## config.mk

```make
export PLATFORM = sky130hd
export DESIGN_NAME = w_router
export DESIGN_NICKNAME = d
export VERILOG_FILES = /design/src/common/axi_pkg.sv /design/src/xbar/w_router.sv
export VERILOG_INCLUDE_DIRS = /design/src /design/src/common
export SDC_FILE = /design/constraint.sdc
export NUM_CORES = 1
export LEC_CHECK = 0
export BUFFER_PORTS_ARGS = -buffer_cell sky130_fd_sc_hd__buf_4
export CAP_MARGIN = 30
export CORE_ASPECT_RATIO = 1.25
export CORE_MARGIN = 5
export CORE_UTILIZATION = 49
export CTS_CLUSTER_DIAMETER = 200
export DETAILED_ROUTE_END_ITERATION = 10
export PLACE_DENSITY = 0.84
export SYNTH_ARGS = -nofsm -noshare
export SYNTH_HDL_FRONTEND = slang
export SYNTH_SLANG_ARGS = --single-unit
```

## constraint.sdc

```tcl
create_clock -name clk -period 5.1 [get_ports clk]
set_input_delay 1.02 -clock clk [delete_from_list [all_inputs] [get_ports clk]]
set_output_delay 1.02 -clock clk [all_outputs]
set_load 0.005 [all_outputs]
```

## src/common/axi_define.svh

```systemverilog
`ifndef AXI_DEFINE_SVH
`define AXI_DEFINE_SVH

// Write data bus width in bits
`define AXI_DATA_BITS 32

// One strobe bit per data byte
`define AXI_STRB_BITS 4

// Byte address width
`define AXI_ADDR_BITS 16

`endif

```

## src/common/axi_pkg.sv

```systemverilog
`include "axi_define.svh"

package axi_pkg;

  // Address split: slave select on top, then word offset, then byte lane
  localparam int SEL_FIELD_BITS  = 4;
  localparam int BYTE_FIELD_BITS = $clog2(`AXI_STRB_BITS);
  localparam int WORD_FIELD_BITS = `AXI_ADDR_BITS - SEL_FIELD_BITS - BYTE_FIELD_BITS;

  localparam int LEN_BITS = 8;

  typedef struct packed {
    logic [SEL_FIELD_BITS-1:0]  slv;
    logic [WORD_FIELD_BITS-1:0] word;
    logic [BYTE_FIELD_BITS-1:0] byte_off;
  } addr_fields_t;

  // Same address bits, seen flat or as select plus offsets
  typedef union packed {
    logic [`AXI_ADDR_BITS-1:0] raw;
    addr_fields_t              f;
  } wr_addr_u;

  typedef struct packed {
    wr_addr_u            addr;
    logic [LEN_BITS-1:0] len;
  } aw_chan_t;

  typedef struct packed {
    logic [`AXI_DATA_BITS-1:0] data;
    logic [`AXI_STRB_BITS-1:0] strb;
    logic                      last;
  } w_chan_t;

  typedef enum logic [1:0] {
    OKAY   = 2'b00,
    SLVERR = 2'b10
  } resp_e;

  typedef struct packed {
    resp_e resp;
  } b_chan_t;

  // Single master, so the lock is just free or held
  typedef enum logic {
    ROUTE_FREE = 1'b0,
    ROUTE_BUSY = 1'b1
  } route_e;

endpackage

```

## src/xbar/w_router.sv

```systemverilog
`timescale 1ns/1ps

module w_router #(
  parameter int NSLV     = 3,
  parameter int SEL_BITS = 2
) (
  input  logic                clk,
  input  logic                rstn,
  input  logic [SEL_BITS-1:0] sel,
  input  logic                busy,
  input  axi_pkg::w_chan_t    w,
  input  logic                wvalid,
  output logic                wready,
  output axi_pkg::w_chan_t    s_w,
  output logic [NSLV-1:0]     s_wvalid,
  input  logic [NSLV-1:0]     s_wready
);

  import axi_pkg::*;

  w_chan_t w_q;
  logic    replay;
  logic    slv_ready;
  logic    fast_path;
  logic    slow_path;
  logic    capture;

  assign slv_ready = s_wready[sel];

  // Fresh beat from the master, or the held copy being replayed
  assign fast_path = busy && !replay && wvalid;
  assign slow_path = busy && replay;

  // Slave was not ready in the arrival cycle
  assign capture = fast_path && !slv_ready;

  always_ff @(posedge clk or negedge rstn) begin
    if (!rstn) begin
      replay <= 1'b0;
    end else if (capture) begin
      replay <= 1'b1;
    end else if (slow_path && slv_ready) begin
      replay <= 1'b0;
    end
  end

  always_ff @(posedge clk) begin
    if (capture) begin
      w_q <= w;
    end
  end

  // Demux toward the routed slave
  always_comb begin
    s_w      = w;
    s_wvalid = '0;
    wready   = 1'b0;

    if (fast_path) begin
      s_wvalid[sel] = 1'b1;
      wready        = slv_ready;
    end else if (slow_path) begin
      s_w           = w_q;
      // Valid stays up until the slave takes the held beat
      s_wvalid[sel] = 1'b1;
      wready        = slv_ready;
    end
  end

endmodule

```

# Yosys cells after proc, flatten, opt, wreduce, memory -nomap -nowiden
# Cells that the tools add are included.
dict set report word_totals {
  register_bits 38
}
dict set report classes {
  n_lt_le_gt_ge 2
  n_reduce_logical 9
  n_mux 12
}
# operator count
set ops {}
lappend ops {{$mux 37} 2}
lappend ops {{$logic_and 1x1->1} 6}
lappend ops {{$mux 1} 6}
lappend ops {{$mux 3} 2}
lappend ops {{$lt 2x3->1 const B} 1}
lappend ops {{$bmux 1 s2} 1}
lappend ops {{$demux 1 s2} 1}
lappend ops {{$ge 2x1->1 const B} 1}
lappend ops {{$logic_not 1->1} 2}
lappend ops {{$reduce_bool 2->1} 1}

# Depth between registers and ports, before layout
# Gate-level depths: netlist (run 1).
dict set report depth {
  word_depth 6
  ltp_mapped 3
  mapped_depth_nobuf 3
}

# Worst setup path after synthesis (run 1)
# OpenSTA, ideal clock, no wires.
dict set report synth_path {
  path_kind {input port to flip-flop}
  start {input port sel[1]}
  end {register w_q[0] (netlist name), enable pin}
  setup_slack_ns 0.786
  setup_ns 0.477
  n_path_buf 0
  arrival_ns 3.836
  path_stages 3
  path_cell_list {mux2i_1 -> o21ai_0 -> nor3_1}
}
dict set report synth_between {
  elab_chain_cells 4
}
# element line
set synth_lines {}
lappend synth_lines {{start: declaration} w_router.sv:9} ;# input logic [SEL_BITS-1:0] sel,
lappend synth_lines {{$bmux 1 s2} w_router.sv:28} ;# assign slv_ready = s_wready[sel];
lappend synth_lines {{$mux 1 (not written as such)} w_router.sv:28}
lappend synth_lines {{$logic_not 1->1} w_router.sv:35} ;# assign capture = fast_path && !slv_ready;
lappend synth_lines {{$logic_and 1x1->1} w_router.sv:35}
lappend synth_lines {{named net capture} w_router.sv:26} ;# logic capture;
lappend synth_lines {{end signal: assignment} w_router.sv:49} ;# w_q <= w;
lappend synth_lines {{end: declaration} w_router.sv:21} ;# w_chan_t w_q;
# The timed path passes the listed nets, and every way through them passes these cells. The select of a mux whose other input is x is not followed.
# A chain may end at the register's enable or synchronous reset.

==> flow_summary.json, run 1 <==
{
  "critical_path_arrival_ns": 2.19,
  "cp_launch_type": "primary input",
  "timing.slew.headroom_pct": 57.6,
  "timing_hold_violations_final": 0,
  "cts-htree-levels": 2,
  "clk-insertion-delay-late_ns": 0.28,
  "crit_path_max_fanout": 37,
  "layout.nets": 229,
  "dr_total_vias": 1136,
  "ys_seq_elements": 38,
  "setup_viol_count_final": 0,
  "max_freq_mhz": 312,
  "cts_setup_buffers": 0,
  "clk_pin_slew_worst_paths_ns": 0.08,
  "cp.buffers_inverters": 2,
  "cts_repair_resize_count": 0,
  "first_global_vias": 1234,
  "global_route.usage.total_pct": 16.5,
  "drt_pass1_iterations": 4,
  "critical-path-slowest-cell": "sky130_fd_sc_hd__nand2_4",
  "cts_buffers": 5,
  "max-cap-violations": 0,
  "placement.io_buffers": 86,
  "cts.hold.buffers_added": 0,
  "synthesized_area_divided_by_synthesized_cell_count_um2": 19.6,
  "cp_common_cell": "sky130_fd_sc_hd__buf_4",
  "antenna_found_initial": 0,
  "finalCritPeriodShare_pct": 62.8,
  "global_route.overflow_total": 0,
  "crit_path_max_incr_delay_ns": 0.46,
  "finalWorstPathRequiredPeriod_ns": 3.21,
  "timing.critical_path.cells": "buf_4, nand2_4, mux2_2, buf_4",
  "postRouteAntennaNets": 0,
  "final-max-slew-violation-count": 0,
  "finalWirelength_um": 4010,
  "synth.yosys.warnings": 0,
  "synthesis.nets": 137,
  "timing.reg2reg.setup_slack_ns": 3.81,
  "die_wd_um": 64.0,
  "synth.yosys.seq_area_share_pct": 63.7,
  "synth_cell_types": 14,
  "floorplan.io_pins": 87,
  "crit_type": "primary input to output port",
  "leakage_power_summed_over_all_cells_nw": 1.17,
  "hpwl_um": 2970,
  "clock_sink_count": 38,
  "via_per_inst": 5.09,
  "critical_path_required_ns": 4.08,
  "first_iter_violations": 51,
  "power.density_nw_per_um2": 318,
  "tritoncts": "done",
  "avgRoutedWirePerCell_um": 18.0,
  "post-place-ws_ns": 1.89,
  "run_status": "finished clean",
  "grt_setup_unrepaired": "no",
  "worst_ir_drop_vdd_mv": 0.314,
  "postSynthCellCount": 91,
  "gp_congestion": 0.676,
  "die-area_um2": 4950,
  "totalNegativeSetupSlack_ns": 0,
  "first_pass_grt_wire_length_um": 6420,
  "syn_area_um2": 1780,
  "die-height_um": 77.4,
  "synthToLayoutAreaGrowth_pct": 45.9,
  "grt_start_max_net_pins": 38,
  "num_rows": 24,
  "core-area_um2": 3510,
  "finalWorstSetupSlack_ns": 1.89,
  "kind_of_end_point_of_the_critical_path": "output port",
  "diodes": 0,
  "final_layout_size_suffix_gt1_share_pct": 73.4,
  "cts_root_buffer": "sky130_fd_sc_hd__clkbuf_8",
  "clock-skew-final_ns": 0.00434,
  "initial_cell_density_of_the_core_pct": 50.7,
  "cts.path.max_buffers": 2,
  "cpLargestDelayFamily": "simple AND/OR/NAND/NOR gates",
  "drc": 0,
  "holdCritPathClass": "primary input to asynchronous set/reset pin",
  "tightest_slew_ns": 0.636
}
## synth_stat cells
cell type / number / area share (%)
sky130_fd_sc_hd__mux2_2: 7 / 4.4
sky130_fd_sc_hd__dfrtp_1: 1 / 1.4
sky130_fd_sc_hd__mux2_4: 30 / 25
sky130_fd_sc_hd__nor3_1: 2 / 0.56
sky130_fd_sc_hd__nor2b_1: 1 / 0.35
sky130_fd_sc_hd__edfxtp_1: 37 / 62
sky130_fd_sc_hd__buf_6: 3 / 1.9
sky130_fd_sc_hd__mux2i_1: 1 / 0.56
sky130_fd_sc_hd__o21ai_0: 2 / 0.56
sky130_fd_sc_hd__nor3b_1: 2 / 0.84
sky130_fd_sc_hd__a21oi_1: 2 / 0.56
sky130_fd_sc_hd__nand2_1: 1 / 0.21
sky130_fd_sc_hd__nand2_4: 1 / 0.63
sky130_fd_sc_hd__nand3b_1: 1 / 0.42
## logic make-up (layout without fill, tap and decap cells)
logic type / count (synthesis) / after routing / synth area share (%)
and+or+nand+nor: 8 / 8 / 3.02
muxes: 38 / 38 / 30.2
buffers and inverters: 3 / 96 / 1.89
DFF: 38 / 38 / 63.7
AOI/OAI and AO/OA: 4 / 4 / 1.12
## state kept, by name (all words and copies together), names as in the netlist
name,cells
w_q,37
replay,1
## placed cells by master (no fill, tap or decap)
cell type | netlist | layout
sky130_fd_sc_hd__clkinv_4 | 0 | 1
sky130_fd_sc_hd__buf_4 | 0 | 88
sky130_fd_sc_hd__a21oi_1 | 2 | 2
sky130_fd_sc_hd__dfrtp_1 | 1 | 1
sky130_fd_sc_hd__nor3_2 | 0 | 1
sky130_fd_sc_hd__mux2_2 | 7 | 7
sky130_fd_sc_hd__nand2_4 | 1 | 1
sky130_fd_sc_hd__nand2_1 | 1 | 1
sky130_fd_sc_hd__mux2i_1 | 1 | 1
sky130_fd_sc_hd__mux2_4 | 30 | 30
sky130_fd_sc_hd__edfxtp_1 | 37 | 37
sky130_fd_sc_hd__nor3b_1 | 2 | 2
sky130_fd_sc_hd__clkbuf_8 | 0 | 5
sky130_fd_sc_hd__nand3b_1 | 1 | 1
sky130_fd_sc_hd__nor2b_1 | 1 | 1
sky130_fd_sc_hd__nor3_1 | 2 | 1
sky130_fd_sc_hd__bufinv_16 | 0 | 2
sky130_fd_sc_hd__o21ai_0 | 2 | 2
## final timing paths
path                               startpoint                  to  depth (start not counted)
max in group asynchronous                rstn  replay$_DFFE_PN0P_                          1
min                                      rstn  replay$_DFFE_PN0P_                          1
min reg2reg                replay$_DFFE_PN0P_  replay$_DFFE_PN0P_                          2
min in group clk           replay$_DFFE_PN0P_  replay$_DFFE_PN0P_                          2
max                                      busy              s_w[2]                          4
max reg2reg                replay$_DFFE_PN0P_   w_q[11]$_DFFE_PP_                          2
## per-stage QoR
stage	hold WS, ns	utilization [%]	cell area, um^2	total power [mW]	instances
after global routing	0.479	74.0	2600	0.864	223
final	0.497	74.0	2600	0.827	223
after floorplan	0.576	-	1780	0.448	91
after global placement	0.613	70.1	2460	0.527	215
after CTS	0.488	74.0	2600	0.837	223
after detailed placement	0.629	70.1	2460	0.532	215
## cell type report
type	count	area, um^2
well taps	39	48.8
clock inverters	3	68.8
fillers	222	912
flip-flops and latches	38	1140
repair buffers	88	661
multi-input cells	50	618
clock buffers	5	68.8
## per-layer routing
metal	wire length [um]	part of all wire, %	track usage, %	up-vias
met2	2170	54	29.2	48
li1	-	-	-	543
met1	1510	38	18.9	541
met3	277	6.9	5.20	4
met5	0	0	0	-
met4	48	1.2	4.57	0
## where the power goes
part | internal, mW | total (mW) | switching, mW
Sequential | 0.356 | 0.360 | 0.00462
Clock | 0.196 | 0.303 | 0.107
Combinational | 0.105 | 0.164 | 0.0583
Note: power is estimated with default switching activity, not from simulation.
==> inputs of run 2 (changes only) <==
- CORE_UTILIZATION: 49 -> 45
- PLACE_DENSITY: 0.84 -> 0.78
- clock period: 5.1 -> 3.1 ns (I/O delays scaled with it)
==> flow_summary.json, run 2 (same netlist as run 1, synthesis figures left out) <==
{
  "postRouteAntennaNets": 0,
  "largest_register_ffs": 37,
  "reg_with_most_ffs": "w_q",
  "critical_path_required_ns": 2.48,
  "cts_repair_resize_count": 0,
  "finalCritPeriodShare_pct": 78.6,
  "die_wd_um": 66.3,
  "worst_ir_drop_vdd_mv": 0.291,
  "leakage_power_summed_over_all_cells_nw": 1.14,
  "antenna_found_initial": 0,
  "crit_type": "flop to output port",
  "clock_power_share_pct": 26.7,
  "switching_share_pct": 22.0,
  "cts_setup_buffers": 0,
  "final-max-slew-violation-count": 0,
  "dpl-instance-area_um2": 2480,
  "hpwl_um": 2790,
  "timing_hold_violations_final": 0,
  "cts.path.max_buffers": 2,
  "core-area_um2": 3820,
  "finalInstanceArea_um2": 2560,
  "timing.critical_path.cells": "nand2_4, mux2_2, buf_4",
  "drt_pass1_iterations": 3,
  "totalNegativeSetupSlack_ns": 0,
  "cp.buffers_inverters": 1,
  "clk-insertion-delay-late_ns": 0.28,
  "num_rows": 25,
  "layout.nets": 228,
  "max-cap-violations": 0,
  "layout_commonest_cell": "sky130_fd_sc_hd__buf_4",
  "cts_root_buffer": "sky130_fd_sc_hd__clkbuf_8",
  "holdCritPathClass": "primary input to asynchronous set/reset pin",
  "top_library_cells_by_usage_in_the_layout_fill_and_taps_aside": "87 x sky130_fd_sc_hd__buf_4, 37 x sky130_fd_sc_hd__edfxtp_1, 30 x sky130_fd_sc_hd__mux2_4, 7 x sky130_fd_sc_hd__mux2_2, 5 x sky130_fd_sc_hd__clkbuf_8",
  "finalNonFillerCells": 237,
  "power.share.combinational_pct": 22.6,
  "grt_start_max_net_pins": 38,
  "first_iter_violations": 39,
  "kind_of_end_point_of_the_critical_path": "output port",
  "placement.io_buffers": 86,
  "critical_path_arrival_ns": 1.82,
  "via_per_inst": 4.68,
  "max_freq_mhz": 411,
  "die-height_um": 80.4,
  "total_switching_power_mw": 0.258,
  "run_status": "finished clean",
  "grt_setup_unrepaired": "no",
  "clk_pin_slew_worst_paths_ns": 0.07,
  "global_route.usage.total_pct": 14.0,
  "critical-path-slowest-cell": "sky130_fd_sc_hd__nand2_4",
  "cp_launch_type": "flop",
  "timing.slew.headroom_pct": 57.6,
  "clock_sink_count": 38,
  "first_global_vias": 1147,
  "drc": 0,
  "cts_buffers": 5,
  "hold-worst-slack_ns": 0.0992,
  "cts.hold.buffers_added": 0,
  "dr_total_vias": 1108,
  "avgRoutedWirePerCell_um": 15.2,
  "tritoncts": "done",
  "cpLargestDelayFamily": "simple AND/OR/NAND/NOR gates",
  "cell_internal_pwr_mw": 0.912,
  "global_route.overflow_total": 0,
  "layout_top_registers": "w_q (37), replay (1)",
  "synthToLayoutAreaGrowth_pct": 43.7,
  "diodes": 0,
  "placed_cells_incl_taps": 229,
  "first_pass_grt_wire_length_um": 5530,
  "crit_path_max_fanout": 37,
  "cts-htree-levels": 2,
  "final_layout_size_suffix_gt1_share_pct": 72.1,
  "crit_path_max_incr_delay_ns": 0.49,
  "die-area_um2": 5330,
  "power.density_nw_per_um2": 457,
  "share_seq_of_total_power_pct": 50.7,
  "gp_congestion": 0.795,
  "setup_viol_count_final": 0,
  "finalWorstPathRequiredPeriod_ns": 2.44,
  "floorplan.io_pins": 87,
  "finalWirelength_um": 3600,
  "tightest_slew_ns": 0.637,
  "clock-skew-final_ns": 0.00217,
  "initial_cell_density_of_the_core_pct": 46.7
}
run 2: changes by cell type in the layout (fill, tap and decap cells not counted), sizes merged:
cell,before,now
bufinv,2,0
buf,88,87
clkbuf,5,6
clkinv,1,2
run 2: worst register-to-register path, cell delays in order, from the launching register on:
cell,delay [ns]
sky130_fd_sc_hd__dfrtp_1,0.46
sky130_fd_sc_hd__nor3_4,0.19
sky130_fd_sc_hd__buf_4,0.43
run 2: area by class of cell:
class                      instances  area [um^2]
sequential                        38         1140
tap                               54         67.6
multi-input combinational         50          624
clock buffer                       6         72.6
timing repair buffer              87          653
clock inverter                     2         8.76
fill                             295         1250
run 2: stage by stage:
stage,power [mW],setup WS [ns],util (%)
finish,1.17,0.664,67.1
global route,1.23,0.572,67.1
CTS,1.19,0.647,67.1
detailed placement,0.875,0.681,65.0
global placement,0.867,0.715,65.0
floorplan,0.737,0.304,-
run 2: routing by layer:
layer,up-vias,global-route usage [%],routed length [um]
met5,-,0,0
met4,0,6.30,65
met3,5,4.62,275
met2,49,23.5,1910
met1,516,15.9,1340
li1,538,-,-
run 2: power by group through the flow:
stage / Combinational (mW) / Sequential [mW] / Clock [mW]
floorplan: 0.134 / 0.603 / 0
global placement: 0.263 / 0.604 / 0
detailed placement: 0.269 / 0.605 / 0
CTS: 0.270 / 0.594 / 0.327
global route: 0.284 / 0.595 / 0.353
finish: 0.264 / 0.594 / 0.312
run 2: final timing paths:
check	startpoint	slack [ns]	end	depth (start not counted)
worst max-delay path	replay$_DFFE_PN0P_	0.66	s_w[3]	3
max in group asynchronous	rstn	2.92	replay$_DFFE_PN0P_	1
min in group clk	w[2]	0.52	w_q[2]$_DFFE_PP_	1
worst max register to register	replay$_DFFE_PN0P_	1.66	w_q[26]$_DFFE_PP_	2
worst min-delay path	rstn	0.1	replay$_DFFE_PN0P_	1
worst min register to register	replay$_DFFE_PN0P_	0.68	replay$_DFFE_PN0P_	2
==> inputs of run 3 (changes only) <==
- clock period: 3.1 -> 2.4 ns (I/O delays scaled with it)
==> flow_summary.json, run 3 (same netlist as run 1, synthesis figures left out) <==
{
  "cts_buffers": 5,
  "num_rows": 25,
  "drt_pass1_iterations": 4,
  "die_wd_um": 66.3,
  "via_per_inst": 4.69,
  "clk-insertion-delay-late_ns": 0.28,
  "run_status": "finished clean",
  "die-area_um2": 5330,
  "max-cap-violations": 0,
  "leakage_power_summed_over_all_cells_nw": 1.16,
  "timing.reg2reg.setup_slack_ns": 1.13,
  "global_route.overflow_total": 0,
  "avgRoutedWirePerCell_um": 16.6,
  "grt_start_max_net_pins": 38,
  "first_iter_violations": 51,
  "total_switching_power_mw": 0.342,
  "critical_path_arrival_ns": 1.69,
  "crit_type": "flop to output port",
  "power.share.combinational_pct": 23.8,
  "timing.reg2reg.worst_path_depth": 2,
  "critical_path_required_ns": 1.92,
  "drc": 0,
  "dpl-instance-area_um2": 2530,
  "floorplan.io_pins": 87,
  "worstHoldEndpoint": "w_q[3]$_DFFE_PP_",
  "finalNonFillerCells": 240,
  "cp_launch_type": "flop",
  "finalInstanceArea_um2": 2620,
  "clock_sink_count": 38,
  "reg_with_most_ffs": "w_q",
  "tritoncts": "done",
  "holdCritPathClass": "primary input to flop",
  "first_global_vias": 1240,
  "dr_total_vias": 1125,
  "layout.nets": 231,
  "clock_power_share_pct": 26.0,
  "die-height_um": 80.4,
  "final_layout_size_suffix_gt1_share_pct": 71.5,
  "first_pass_grt_wire_length_um": 6110,
  "cts_repair_resize_count": 0,
  "cts.path.max_buffers": 2,
  "timing_hold_violations_final": 0,
  "cell_internal_pwr_mw": 1.19,
  "share_seq_of_total_power_pct": 50.2,
  "kind_of_end_point_of_the_critical_path": "output port",
  "cts-htree-levels": 2,
  "cts_root_buffer": "sky130_fd_sc_hd__clkbuf_8",
  "layout_top_registers": "w_q (37), replay (1)",
  "gp_congestion": 0.732,
  "timing.rr.start": "replay$_DFFE_PN0P_",
  "synthToLayoutAreaGrowth_pct": 47.2,
  "finalCritPeriodShare_pct": 90.6,
  "totalNegativeSetupSlack_ns": 0,
  "gr-usage-met3_pct": 5.45,
  "tightest_slew_ns": 0.564,
  "crit_path_max_fanout": 19,
  "largest_register_ffs": 37,
  "switching_share_pct": 22.4,
  "global_route.usage.total_pct": 15.6,
  "postRouteAntennaNets": 0,
  "core-area_um2": 3820,
  "hold_start": "w[3]",
  "max_freq_mhz": 460,
  "finalWorstPathRequiredPeriod_ns": 2.17,
  "clk_pin_slew_worst_paths_ns": 0.07,
  "holdPathStages": 1,
  "nFillCells": 283,
  "diodes": 0,
  "placed_cells_incl_taps": 231,
  "grt_setup_unrepaired": "no",
  "finalWirelength_um": 3990,
  "worst_r2r_endpoint": "w_q[1]$_DFFE_PP_",
  "antenna_found_initial": 0,
  "top_library_cells_by_usage_in_the_layout_fill_and_taps_aside": "86 x sky130_fd_sc_hd__buf_4, 37 x sky130_fd_sc_hd__edfxtp_1, 30 x sky130_fd_sc_hd__mux2_4, 7 x sky130_fd_sc_hd__mux2_2, 5 x sky130_fd_sc_hd__clkbuf_8",
  "clock-skew-final_ns": 0.00332,
  "initial_cell_density_of_the_core_pct": 46.7,
  "totalPowerFinal_mw": 1.53,
  "busiest_layer_in_global_routing": "met2",
  "hpwl_um": 3230,
  "setup_viol_count_final": 0,
  "grt.met2_usage_pct": 29.5,
  "final-max-slew-violation-count": 0,
  "placement.io_buffers": 86,
  "power.density_nw_per_um2": 583,
  "layout_commonest_cell": "sky130_fd_sc_hd__buf_4",
  "grt_use_met1_pct": 15.4,
  "worst_ir_drop_vdd_mv": 0.409,
  "timing.slew.headroom_pct": 62.0
}
-- run 3: changes by cell type in the layout (fill, tap and decap cells not counted), sizes merged --
cell	previous run	this run
buf	87	89
clkbuf	6	5
clkinv	2	3
dlygate4sd3	0	1
-- run 3: worst max path at each step --
stage                       start                to  slack [ns]
2_1_floorplan              sel[1]  w_q[0]$_DFFE_PP_        0.27
3_3_place_gp                 busy           s_w[18]        0.40
3_5_place_dp                 busy           s_w[11]        0.37
4_1_cts        replay$_DFFE_PN0P_           s_w[11]        0.20
5_1_grt        replay$_DFFE_PN0P_            s_w[6]        0.15
6_report       replay$_DFFE_PN0P_           s_w[11]        0.23
-- run 3: critical path: stages (launching register included) --
cell,delay [ns]
sky130_fd_sc_hd__dfrtp_1,0.46
sky130_fd_sc_hd__nand2_4,0.31
sky130_fd_sc_hd__buf_12,0.20
sky130_fd_sc_hd__mux2_4,0.31
sky130_fd_sc_hd__buf_4,0.13
-- run 3: power groups by stage --
stage                     Sequential [mW]  Clock [mW]  Combinational, mW
after floorplan                     0.779           0              0.175
after global placement              0.780           0              0.360
final                               0.768       0.397              0.365
after global routing                0.769       0.451              0.389
after detailed placement            0.782           0              0.370
after CTS                           0.768       0.413              0.372
-- run 3: timing repair --
action	4_1_cts	5_1_grt
hold buffers	1	0
hold endpoints to repair	1	0
setup buffers	0	0
-- run 3: cell type report --
type	instances	area (um^2)	area share [%]
Multi-Input combinational cell	50	624	23.8
Sequential cell	38	1140	43.3
Timing Repair Buffer	90	716	27.3
Clock buffer	5	68.8	2.62
Tap cell	54	67.6	2.58
Clock inverter	3	11.3	0.429
-- run 3: per-stage QoR --
stage                     util (%)  hold WS (ns)  worst slack (ns)
after floorplan                  -         0.184             0.265
after global placement        66.4         0.256             0.397
after detailed placement      66.4         0.259             0.372
after CTS                     68.8         0.368             0.200
after global routing          68.8         0.356             0.149
final                         68.8         0.380             0.225
-- run 3: metal layers --
metal	part of all wire [%]	up-vias	wire, um
met1	34	531	1350
met5	0	-	0
met4	0.55	0	22
li1	-	542	-
met2	57	50	2290
met3	8.0	2	320
